<file path="config.mk">
export PLATFORM = sky130hd
export DESIGN_NAME = axi_apb_bridge
export DESIGN_NICKNAME = d
export VERILOG_FILES = /design/src/verilog/bridge_pkg.sv /design/src/verilog/apb_cmd_if.sv /design/src/verilog/apb_done_if.sv /design/src/verilog/axi_req_decode.sv /design/src/verilog/apb_master_fsm.sv /design/src/verilog/axi_resp_gen.sv /design/src/verilog/axi_apb_bridge.sv
export SDC_FILE = /design/constraint.sdc
export NUM_CORES = 1
export LEC_CHECK = 0
export ABC_AREA = 0
export BUFFER_PORTS_ARGS = -buffer_cell sky130_fd_sc_hd__buf_2
export CAP_MARGIN = 10
export CORE_AREA = 2 2 196 198
export CTS_BUF_LIST = sky130_fd_sc_hd__clkbuf_16
export CTS_CLUSTER_DIAMETER = 100
export DETAILED_ROUTE_END_ITERATION = 16
export DIE_AREA = 0 0 198 200
export PLACE_DENSITY_LB_ADDON = 0.12
export SLEW_MARGIN = 5
export SYNTH_ARGS = -nofsm -noshare
export SYNTH_HDL_FRONTEND = slang
export SYNTH_SLANG_ARGS = --single-unit
</file>
<file path="constraint.sdc">
create_clock -name ACLK -period 7.5 [get_ports ACLK]
set_clock_uncertainty 0.15 [all_clocks]
set_input_delay 1.5 -clock ACLK [delete_from_list [all_inputs] [get_ports ACLK]]
set_output_delay 1.5 -clock ACLK [all_outputs]
set_load 0.01 [all_outputs]
</file>
<file path="src/verilog/bridge_pkg.sv">
// Widths and encodings shared by the AXI4-to-APB bridge
// Single-beat 32-bit accesses, eight APB slaves with a 4 KB window each
// Only OKAY and SLVERR are ever returned on the AXI side
package bridge_pkg;

  localparam int ADDR_W     = 32;   // AXI address
  localparam int DATA_W     = 32;   // AXI and APB data
  localparam int ID_W       = 8;
  localparam int APB_ADDR_W = 12;   // Per-slave window, 4 KB
  localparam int NUM_SLAVES = 8;
  localparam int SEL_W      = $clog2(NUM_SLAVES);

  typedef enum logic [1:0] {
    OKAY   = 2'b00,
    EXOKAY = 2'b01,
    SLVERR = 2'b10,
    DECERR = 2'b11
  } axi_resp_e;

  typedef enum logic {
    OP_READ  = 1'b0,
    OP_WRITE = 1'b1
  } apb_op_e;

  // APB transfer phases
  typedef enum logic [1:0] {
    ST_IDLE,
    ST_SETUP,
    ST_ACCESS
  } apb_state_e;

  typedef enum logic [1:0] {
    RS_IDLE,
    RS_BRESP,
    RS_RRESP
  } resp_state_e;

endpackage

</file>
<file path="src/verilog/apb_cmd_if.sv">
// Decoded APB command from the AXI request stage to the APB master
// Transfers when valid and ready are both high; fields hold while valid
`timescale 1ns/1ps

interface apb_cmd_if;
  import bridge_pkg::*;

  logic                  valid;
  logic                  ready;
  apb_op_e               op;
  logic [SEL_W-1:0]      sel;     // Target slave index
  logic [APB_ADDR_W-1:0] paddr;
  logic [DATA_W-1:0]     wdata;
  logic [ID_W-1:0]       id;      // Echoed in the AXI response

  modport decode (output valid, op, sel, paddr, wdata, id, input ready);

  modport execute (input valid, op, sel, paddr, wdata, id, output ready);

endinterface

</file>
<file path="src/verilog/apb_done_if.sv">
// Outcome of a finished APB transfer, from the APB master to the response stage
// Same valid/ready rule as the command interface
`timescale 1ns/1ps

interface apb_done_if;
  import bridge_pkg::*;

  logic              valid;
  logic              ready;
  apb_op_e           op;
  logic [DATA_W-1:0] rdata;   // Meaningful for reads only
  logic              err;     // PSLVERR of the addressed slave
  logic [ID_W-1:0]   id;

  modport execute (output valid, op, rdata, err, id, input ready);

  modport result (input valid, op, rdata, err, id, output ready);

endinterface

</file>
<file path="src/verilog/axi_req_decode.sv">
// AXI request intake, one transaction at a time
// A read beats a write offered in the same cycle; AW and W must arrive together
// Address bits above 14 are ignored, so no decode error exists
`timescale 1ns/1ps

module axi_req_decode (
  input  logic                          ACLK,
  input  logic                          ARESETn,
  input  logic [bridge_pkg::ADDR_W-1:0] AWADDR_i,
  input  logic [bridge_pkg::ID_W-1:0]   AWID_i,
  input  logic                          AWVALID_i,
  output logic                          AWREADY_o,
  input  logic [bridge_pkg::DATA_W-1:0] WDATA_i,
  input  logic                          WVALID_i,
  output logic                          WREADY_o,
  input  logic [bridge_pkg::ADDR_W-1:0] ARADDR_i,
  input  logic [bridge_pkg::ID_W-1:0]   ARID_i,
  input  logic                          ARVALID_i,
  output logic                          ARREADY_o,
  input  logic                          free_i,     // Response handshake done
  apb_cmd_if.decode                     cmd
);
  import bridge_pkg::*;

  logic              busy;      // Set from accept until the response is taken
  logic              take_rd;
  logic              take_wr;
  logic [ADDR_W-1:0] req_addr;

  // -------------------------------------------------------------------------
  // Arbitration and AXI ready
  // -------------------------------------------------------------------------
  assign take_rd  = ~busy & ARVALID_i;
  assign take_wr  = ~busy & AWVALID_i & WVALID_i & ~ARVALID_i;

  assign ARREADY_o = take_rd;
  assign AWREADY_o = take_wr;
  assign WREADY_o  = take_wr;   // Address and data accepted in the same cycle

  assign req_addr = take_rd ? ARADDR_i : AWADDR_i;

  always_ff @(posedge ACLK or negedge ARESETn)
  begin
    if (!ARESETn)
    begin
      busy      <= 1'b0;
      cmd.valid <= 1'b0;
    end
    else
    begin
      if (take_rd | take_wr)
        busy <= 1'b1;
      else if (free_i)
        busy <= 1'b0;

      if (take_rd | take_wr)
        cmd.valid <= 1'b1;
      else if (cmd.ready)
        cmd.valid <= 1'b0;    // Taken by the APB master
    end
  end

  // Command fields, loaded on accept
  always_ff @(posedge ACLK)
  begin
    if (take_rd | take_wr)
    begin
      cmd.op    <= take_rd ? OP_READ : OP_WRITE;
      cmd.sel   <= req_addr[APB_ADDR_W+SEL_W-1:APB_ADDR_W];   // Bits 14:12
      cmd.paddr <= req_addr[APB_ADDR_W-1:0];
      cmd.wdata <= WDATA_i;
      cmd.id    <= take_rd ? ARID_i : AWID_i;
    end
  end

endmodule

</file>
<file path="src/verilog/apb_master_fsm.sv">
// APB master: one setup cycle, then access until the selected PREADY
// PSEL is one-hot and low when idle; PENABLE only in the access phase
// Return signals are taken from the addressed slave alone
`timescale 1ns/1ps

module apb_master_fsm (
  input  logic                                   ACLK,
  input  logic                                   ARESETn,
  apb_cmd_if.execute                             cmd,
  apb_done_if.execute                            done,
  output logic [bridge_pkg::NUM_SLAVES-1:0]      PSEL_o,
  output logic                                   PENABLE_o,
  output logic                                   PWRITE_o,
  output logic [bridge_pkg::APB_ADDR_W-1:0]      PADDR_o,
  output logic [bridge_pkg::DATA_W-1:0]          PWDATA_o,
  input  logic [bridge_pkg::NUM_SLAVES-1:0]
               [bridge_pkg::DATA_W-1:0]          PRDATA_i,
  input  logic [bridge_pkg::NUM_SLAVES-1:0]      PREADY_i,
  input  logic [bridge_pkg::NUM_SLAVES-1:0]      PSLVERR_i
);
  import bridge_pkg::*;

  apb_state_e            state_q;
  apb_op_e               op_q;
  logic [SEL_W-1:0]      sel_q;
  logic [APB_ADDR_W-1:0] paddr_q;
  logic [DATA_W-1:0]     wdata_q;
  logic [ID_W-1:0]       id_q;

  logic                  cmd_take;
  logic                  access_end;
  logic                  pready_sel;
  logic [DATA_W-1:0]     prdata_sel;
  logic                  pslverr_sel;

  // Idle and no outcome left waiting for the response stage
  assign cmd.ready  = (state_q == ST_IDLE) & ~done.valid;
  assign cmd_take   = cmd.valid & cmd.ready;

  assign pready_sel  = PREADY_i[sel_q];
  assign prdata_sel  = PRDATA_i[sel_q];
  assign pslverr_sel = PSLVERR_i[sel_q];
  assign access_end  = (state_q == ST_ACCESS) & pready_sel;

  // -------------------------------------------------------------------------
  // APB outputs
  // -------------------------------------------------------------------------
  always_comb
  begin
    PSEL_o = '0;
    if (state_q != ST_IDLE)
      PSEL_o[sel_q] = 1'b1;
  end

  assign PENABLE_o = (state_q == ST_ACCESS);
  assign PWRITE_o  = (op_q == OP_WRITE);
  assign PADDR_o   = paddr_q;
  assign PWDATA_o  = wdata_q;

  always_ff @(posedge ACLK or negedge ARESETn)
  begin
    if (!ARESETn)
    begin
      state_q    <= ST_IDLE;
      done.valid <= 1'b0;
    end
    else
    begin
      case (state_q)
        ST_IDLE:   if (cmd_take) state_q <= ST_SETUP;
        ST_SETUP:  state_q <= ST_ACCESS;
        ST_ACCESS: if (pready_sel) state_q <= ST_IDLE;   // Wait states otherwise
        default:   state_q <= ST_IDLE;
      endcase

      if (access_end)
        done.valid <= 1'b1;
      else if (done.ready)
        done.valid <= 1'b0;
    end
  end

  // Latched command and transfer outcome
  always_ff @(posedge ACLK)
  begin
    if (cmd_take)
    begin
      op_q    <= cmd.op;
      sel_q   <= cmd.sel;
      paddr_q <= cmd.paddr;
      wdata_q <= cmd.wdata;
      id_q    <= cmd.id;
    end
    if (access_end)
    begin
      done.op    <= op_q;
      done.rdata <= prdata_sel;
      done.err   <= pslverr_sel;
      done.id    <= id_q;
    end
  end

endmodule

</file>
<file path="src/verilog/axi_resp_gen.sv">
// Turns a finished APB transfer into an AXI B or R response
// Response is held until the master takes it; free_o pulses on that handshake
`timescale 1ns/1ps

module axi_resp_gen (
  input  logic                          ACLK,
  input  logic                          ARESETn,
  apb_done_if.result                    done,
  output logic [bridge_pkg::ID_W-1:0]   BID_o,
  output bridge_pkg::axi_resp_e         BRESP_o,
  output logic                          BVALID_o,
  input  logic                          BREADY_i,
  output logic [bridge_pkg::ID_W-1:0]   RID_o,
  output logic [bridge_pkg::DATA_W-1:0] RDATA_o,
  output bridge_pkg::axi_resp_e         RRESP_o,
  output logic                          RVALID_o,
  input  logic                          RREADY_i,
  output logic                          free_o
);
  import bridge_pkg::*;

  resp_state_e       state_q;
  axi_resp_e         resp_q;
  logic [ID_W-1:0]   id_q;
  logic [DATA_W-1:0] rdata_q;
  logic              done_take;

  assign done.ready = (state_q == RS_IDLE);
  assign done_take  = done.valid & done.ready;

  assign BVALID_o = (state_q == RS_BRESP);
  assign RVALID_o = (state_q == RS_RRESP);
  assign BID_o    = id_q;
  assign RID_o    = id_q;
  assign BRESP_o  = resp_q;
  assign RRESP_o  = resp_q;
  assign RDATA_o  = rdata_q;

  assign free_o = (BVALID_o & BREADY_i) | (RVALID_o & RREADY_i);

  always_ff @(posedge ACLK or negedge ARESETn)
  begin
    if (!ARESETn)
      state_q <= RS_IDLE;
    else
    begin
      case (state_q)
        RS_IDLE:  if (done_take) state_q <= (done.op == OP_WRITE) ? RS_BRESP : RS_RRESP;
        RS_BRESP: if (BREADY_i) state_q <= RS_IDLE;
        RS_RRESP: if (RREADY_i) state_q <= RS_IDLE;
        default:  state_q <= RS_IDLE;
      endcase
    end
  end

  always_ff @(posedge ACLK)
  begin
    if (done_take)
    begin
      resp_q  <= done.err ? SLVERR : OKAY;   // PSLVERR maps to SLVERR
      id_q    <= done.id;
      rdata_q <= done.rdata;
    end
  end

endmodule

</file>
<file path="src/verilog/axi_apb_bridge.sv">
// AXI4 to APB bridge, 32-bit single-beat accesses, one transfer in flight
// Slave index from address bits 14:12; no bursts, strobes or decode errors
// PRDATA, PREADY and PSLVERR come in per slave, PSEL goes out one-hot
`timescale 1ns/1ps

module axi_apb_bridge (
  input  logic                                   ACLK,
  input  logic                                   ARESETn,
  // AXI write address and data
  input  logic [bridge_pkg::ADDR_W-1:0]          AWADDR_i,
  input  logic [bridge_pkg::ID_W-1:0]            AWID_i,
  input  logic                                   AWVALID_i,
  output logic                                   AWREADY_o,
  input  logic [bridge_pkg::DATA_W-1:0]          WDATA_i,
  input  logic                                   WVALID_i,
  output logic                                   WREADY_o,
  // AXI write response
  output logic [bridge_pkg::ID_W-1:0]            BID_o,
  output bridge_pkg::axi_resp_e                  BRESP_o,
  output logic                                   BVALID_o,
  input  logic                                   BREADY_i,
  // AXI read address and data
  input  logic [bridge_pkg::ADDR_W-1:0]          ARADDR_i,
  input  logic [bridge_pkg::ID_W-1:0]            ARID_i,
  input  logic                                   ARVALID_i,
  output logic                                   ARREADY_o,
  output logic [bridge_pkg::ID_W-1:0]            RID_o,
  output logic [bridge_pkg::DATA_W-1:0]          RDATA_o,
  output bridge_pkg::axi_resp_e                  RRESP_o,
  output logic                                   RVALID_o,
  input  logic                                   RREADY_i,
  // APB master
  output logic [bridge_pkg::NUM_SLAVES-1:0]      PSEL_o,
  output logic                                   PENABLE_o,
  output logic                                   PWRITE_o,
  output logic [bridge_pkg::APB_ADDR_W-1:0]      PADDR_o,
  output logic [bridge_pkg::DATA_W-1:0]          PWDATA_o,
  input  logic [bridge_pkg::NUM_SLAVES-1:0]
               [bridge_pkg::DATA_W-1:0]          PRDATA_i,
  input  logic [bridge_pkg::NUM_SLAVES-1:0]      PREADY_i,
  input  logic [bridge_pkg::NUM_SLAVES-1:0]      PSLVERR_i
);

  logic free;   // Response taken, decode may accept again

  apb_cmd_if  cmd_if ();
  apb_done_if done_if ();

  axi_req_decode u_decode (
    .ACLK      (ACLK),
    .ARESETn   (ARESETn),
    .AWADDR_i  (AWADDR_i),
    .AWID_i    (AWID_i),
    .AWVALID_i (AWVALID_i),
    .AWREADY_o (AWREADY_o),
    .WDATA_i   (WDATA_i),
    .WVALID_i  (WVALID_i),
    .WREADY_o  (WREADY_o),
    .ARADDR_i  (ARADDR_i),
    .ARID_i    (ARID_i),
    .ARVALID_i (ARVALID_i),
    .ARREADY_o (ARREADY_o),
    .free_i    (free),
    .cmd       (cmd_if.decode)
  );

  apb_master_fsm u_apb (
    .ACLK      (ACLK),
    .ARESETn   (ARESETn),
    .cmd       (cmd_if.execute),
    .done      (done_if.execute),
    .PSEL_o    (PSEL_o),
    .PENABLE_o (PENABLE_o),
    .PWRITE_o  (PWRITE_o),
    .PADDR_o   (PADDR_o),
    .PWDATA_o  (PWDATA_o),
    .PRDATA_i  (PRDATA_i),
    .PREADY_i  (PREADY_i),
    .PSLVERR_i (PSLVERR_i)
  );

  axi_resp_gen u_resp (
    .ACLK     (ACLK),
    .ARESETn  (ARESETn),
    .done     (done_if.result),
    .BID_o    (BID_o),
    .BRESP_o  (BRESP_o),
    .BVALID_o (BVALID_o),
    .BREADY_i (BREADY_i),
    .RID_o    (RID_o),
    .RDATA_o  (RDATA_o),
    .RRESP_o  (RRESP_o),
    .RVALID_o (RVALID_o),
    .RREADY_i (RREADY_i),
    .free_o   (free)
  );

endmodule

</file>
==> metrics.cfg, run 1 <==
[run_status]
status=completed

[timing]
fin_crit_ns=3.91
setup_viol=0
setup_ws_ns=3.59
hold_viol_final=0
tightest_slew_ns=0.887
fmax_mhz=256
fin_setup_tns_ns=0
hold_ws_ns=0.265
maxSlewHeadroom_pct=40.8
drv_slew=0
rsz0062_at_grt=no
fin_crit_sh_pct=52.1

[pwr]
p_total_mw=3.86
pwr_density_cell_nw_per_um2=314
p_leak_nw=4.98
ir_drop_v=0.000141

[route]
first_iter_violations=234
totalWireLength_um=29500
wl_per_cell_um=19.8
dr_total_vias=6400
ant_nets=0
drt_first_pass_iters=4
drcViolationCount=0
vias_per_cell=4.30

[setup_path]
rrSetupSlack_ns=4.10
crit_path_end_kind=output port
cp.required_ns=5.85
criticalPathCategory=input port to output port
critical_path.slowest_cell=buf_4
crit_fanout=25
path_cells=buf_2, nor2b_2, buf_4, buf_2
critical_path_buf_inv_count=3
arrival_ns=2.26
crit_top_cell=buf_2
critPathMaxStageDelay_ns=0.33
cpLargestDelayFamily=buffers and inverters
start_kind=input port

[clocking]
clock_path_buffers=3
cts-root-buf=clkbuf_16
clkSinkCount=202
post_cts_buffers=0
cts_tree=yes
htreeDepth=1
clock_latency_ns=0.51
hold_buffers=0
ctsResizeCount=0
cts_buffers=24
clkSlewWorstSetupHoldPaths_ns=0.06

[finish]
fillers=3776
area_delta_synth_final_pct=40.7
drive_gt1_share_pct=60.1
final_nets=1350
layoutNonFillerInstCount=1489
final_cell_area_um2=12300
post-route-util_pct=32.8

[synthesis]
ys.flop_type=edfxtp_1
synth_edf_count=195
synth_top_area_share_pct=67.1
yosysMostFrequentCell=edfxtp_1
yosys_warnings=0
syn-cell-area_um2=8730
avgSynthCellArea_um2=17.5
async_flop_share_pct=3.47
synth_cell_types=40
yosys.area.top_type=edfxtp_1
ys_top_cells_by_area=edfxtp_1, mux4_2, mux2_2
syn_inst=500
synth_seq_area_share_pct=69.1
ys_ff_latch=202
synth_common_cells=edfxtp_1, mux2_2, a221oi_1

[global_route]
grt_max_degree=57
grt_overflow_total=0
grt_util_all_layers_pct=14.0
grt_pass1_vias=6711
antenna_found_initial=3
grt_pass1_wl_um=41000

[placement]
numPortBuffers=465
placed_area_um2=11500
place_hpwl_um=22400
gp_congestion=0.754
place_inst=1444
dp_slack_ns=3.57

[floorplan]
die_w_um=198
row_count=71
core_area_um2=37400
io_pins=502
die_h_um=200
initial_utilization_pct=23.3
dieArea_um2=39600

[run]
maxCapViolCount=0

[worst_hold_path]
hold_class=register to register

layout by cell type, fill, tap and decap left out, types with 15 or more instances in the layout:
master | netlist | routed
mux4_2 | 26 | 26
nand2_1 | 15 | 15
mux2i_1 | 18 | 18
buf_2 | 18 | 465
nor2_1 | 17 | 15
clkbuf_16 | 0 | 25
a221oi_1 | 33 | 33
a22oi_1 | 19 | 19
edfxtp_1 | 195 | 195
mux2_2 | 44 | 44
worst paths after layout:
kind,endpoint,start,depth (start not counted)
worst min-delay path,u_apb.PADDR_o[2],u_decode.cmd.paddr[2],0
worst min register to register,u_apb.PADDR_o[2],u_decode.cmd.paddr[2],0
min in group asynchronous,u_resp.state_q[0],ARESETn,1
max in group asynchronous,u_apb.state_q[1],ARESETn,1
worst max register to register,u_apb.done.op,u_apb.sel_q[1],6
worst max-delay path,ARREADY_o,ARVALID_i,4
flip-flops by register name, indices dropped and copies added (netlist names), 12 cells and up:
register,flops
u_decode.cmd.wdata,32
u_decode.cmd.paddr,12
u_apb.PADDR_o,12
u_resp.RDATA_o,32
u_apb.done.rdata,32
u_apb.PWDATA_o,32
logic make-up (layout without fill, tap and decap cells):
kind of cell | after synthesis | count (layout) | share of synthesized area, %
AO/OA/AOI/OAI | 94 | 94 | 8.39
buffers and inverters | 49 | 524 | 3.48
flip-flops | 202 | 202 | 69.1
multiplexers | 98 | 98 | 15.8
other | 1 | 4 | 0.0430
AND/OR/NAND/NOR | 56 | 56 | 3.18
where the power goes:
part	switching, mW	internal [mW]
combinational	0.636	0.424
sequential	0.0938	1.60
clock	0.447	0.665
total	1.18	2.68
metal layers:
layer  GRT usage, %  routed length [um]
met1           15.7               11000
met2           24.5               14500
met3           4.59                2920
met4           5.82                1070
met5              0                  13
final cells by class:
type                    count  area [um2]  area share (%)
flip-flops and latches    202        6030            49.1
well taps                 511         639            5.21
multi-input cells         250        2420            19.7
clock buffers              25         626            5.09
repair buffers            476        2410            19.6
clock inverters            18         126            1.03
inverters                   5        18.8           0.153
diodes                      2        5.00          0.0408
No activity file was read; power rests on OpenSTA's default activity.
==> inputs of run 2 (changes only) <==
- ABC_AREA: 0 -> 1
- clock period: 7.5 -> 3.9 ns (I/O delays scaled with it)
==> metrics.cfg, run 2 <==
[global_route]
antenna_found_initial=4  ; +1
grt_pass1_vias=7910  ; +18%
grt_pass1_wl_um=46000  ; +12%
grt_max_degree=78  ; +37%
grt_util_all_layers_pct=15.4  ; +1.4 points
grt_overflow_total=0  ; unchanged

[finish]
final_common_cell=buf_2
post-route-util_pct=34.3  ; +1.4 points
final_nets=1792  ; +33%
area_delta_synth_final_pct=38.3
final_cell_mix=buf_2, nand2_1, edfxtp_1
drive_gt1_share_pct=37.2  ; -23 points
fillers=3965  ; +5.0%

[synthesis]
yosys.area.top_type=edfxtp_1
ys_ff_latch=202  ; unchanged
syn-cell-area_um2=9270  ; +6.2%
synth_cell_types=25  ; -38%
synth_common_cells=nand2_1, edfxtp_1, nand3_1
async_flop_share_pct=3.47  ; unchanged
synth_top_area_share_pct=63.2  ; -3.9 points
synth_seq_area_share_pct=65.1  ; -4.0 points
yosysMostFrequentCell=nand2_1
synth_edf_count=195  ; unchanged
avgSynthCellArea_um2=9.66  ; -45%
ys_top_cells_by_area=edfxtp_1, nand2_1, nand3_1
ys.flop_type=edfxtp_1
syn_inst=959  ; +92%
yosys_warnings=0  ; unchanged

[timing]
fin_crit_ns=3.37
fin_setup_tns_ns=0  ; unchanged
drv_slew=0  ; unchanged
tightest_slew_ns=1.04  ; +0.150 ns
setup_ws_ns=0.525  ; -3.06 ns
rsz0062_at_grt=no
fin_crit_sh_pct=86.5
setup_viol=0  ; unchanged
fmax_mhz=296
maxSlewHeadroom_pct=30.8  ; -9.9 points
hold_viol_final=0  ; unchanged

[clocking]
cts_tree=yes
htreeDepth=1  ; unchanged
clkSinkCount=202  ; unchanged
post_cts_buffers=0  ; unchanged
clock_path_buffers=3  ; unchanged
clkSlewWorstSetupHoldPaths_ns=0.06  ; about the same
cts-root-buf=clkbuf_16
cts_buffers=24  ; unchanged
clock_latency_ns=0.51  ; about the same

[route]
dr_total_vias=8274  ; +29%
first_iter_violations=350  ; +50%
totalWireLength_um=32400  ; +9.8%
ant_nets=0  ; unchanged
wl_per_cell_um=16.8  ; -15%
drcViolationCount=0  ; unchanged
vias_per_cell=4.29  ; -0.26%
drt_first_pass_iters=4  ; unchanged

[setup_path]
crit_fanout=40  ; +60%
criticalPathCategory=register to output port
start_kind=register
crit_path_end_kind=output port
arrival_ns=2.44  ; +0.18 ns
cp.required_ns=2.97  ; -2.88 ns
rrSetupSlack_ns=1.03  ; -3.07 ns

[pwr]
p_leak_nw=6.00  ; +21%
pwr_density_cell_nw_per_um2=626  ; +99%
ir_drop_v=0.000324  ; +130%

[floorplan]
die_h_um=200  ; unchanged
dieArea_um2=39600  ; unchanged
io_pins=502  ; unchanged
row_count=71  ; unchanged
die_w_um=198  ; unchanged
initial_utilization_pct=24.8  ; +1.4 points
core_area_um2=37400  ; unchanged

[run]
maxCapViolCount=0  ; unchanged

[placement]
gp_congestion=0.791  ; +5.0%
place_hpwl_um=24300  ; +8.1%
dp_slack_ns=1.02  ; -2.55 ns
numPortBuffers=465  ; unchanged

[run_status]
status=completed

[worst_hold_path]
hold_class=register to register

## run 2: worst paths after layout
kind,from,endpoint,depth (start not counted)
max,u_apb.sel_q[1],PSEL_o[2],6
min,u_apb.done.rdata[21],u_resp.RDATA_o[21],0
max reg2reg,u_apb.sel_q[1],u_apb.done.rdata[21],6
min reg2reg,u_apb.done.rdata[21],u_resp.RDATA_o[21],0
max in group asynchronous,ARESETn,u_resp.state_q[0],2
min in group asynchronous,ARESETn,u_apb.state_q[0],2
## run 2: cell type report
type                       count  area [um2]  share of cell area, %
tap                          511         639                   4.99
multi-input combinational    652        2790                   21.8
sequential                   202        6030                   47.1
timing repair buffer         481        2460                   19.2
clock buffer                  25         626                   4.88
inverter                      40         153                   1.19
antenna                        1        2.50                 0.0195
clock inverter                18         113                  0.879
## run 2: through the flow
| step | power, mW | instance area [um2] | instances | hold slack (ns) |
|---|---|---|---|---|
| final | 8.02 | 12800 | 1930 | 0.262 |
| after global routing | 8.59 | 12800 | 1929 | 0.268 |
| after CTS | 8.22 | 12800 | 1929 | 0.259 |
| after detailed placement | 6.05 | 12100 | 1885 | 0.255 |
| after global placement | 6.05 | 12100 | 1885 | 0.250 |
| after floorplan | 4.91 | 9270 | 960 | 0.250 |
## run 2: cell families (layout without fill, tap and decap cells)
kind of cell | after synthesis | count (layout) | synth area share, %
AO/OA/AOI/OAI | 53 | 53 | 3.11
other | 1 | 3 | 0.0405
buffers and inverters | 106 | 564 | 5.16
AND/OR/NAND/NOR | 597 | 597 | 26.6
flip-flops | 202 | 202 | 65.1
## run 2: where the power goes
| part | leakage, nW | switching (mW) | internal, mW |
|---|---|---|---|
| sequential | 1.89 | 0.177 | 3.19 |
| combinational | 3.74 | 1.80 | 0.766 |
| clock | 0.376 | 0.867 | 1.22 |
## run 2: worst max-delay path: stages (launching register included)
cell,delay [ns]
edfxtp_1,0.74
clkinv_1,0.26
nor2_4,0.14
buf_4,0.39
nand2_1,0.12
nor2_1,0.11
buf_2,0.14
## run 2: routing by layer
layer	up-vias	wire, um	GRT usage, %
met1	3802	13500	19.5
met4	6	608	3.37
met2	342	15400	26.4
li1	4078	-	-
met5	-	42	0
met3	46	2780	4.37
## run 2: what timing repair did
action / in CTS / in global routing
gates resized for setup: 0 / 0
endpoints found under the hold margin: 7 / 0
hold buffers: 1 / 0
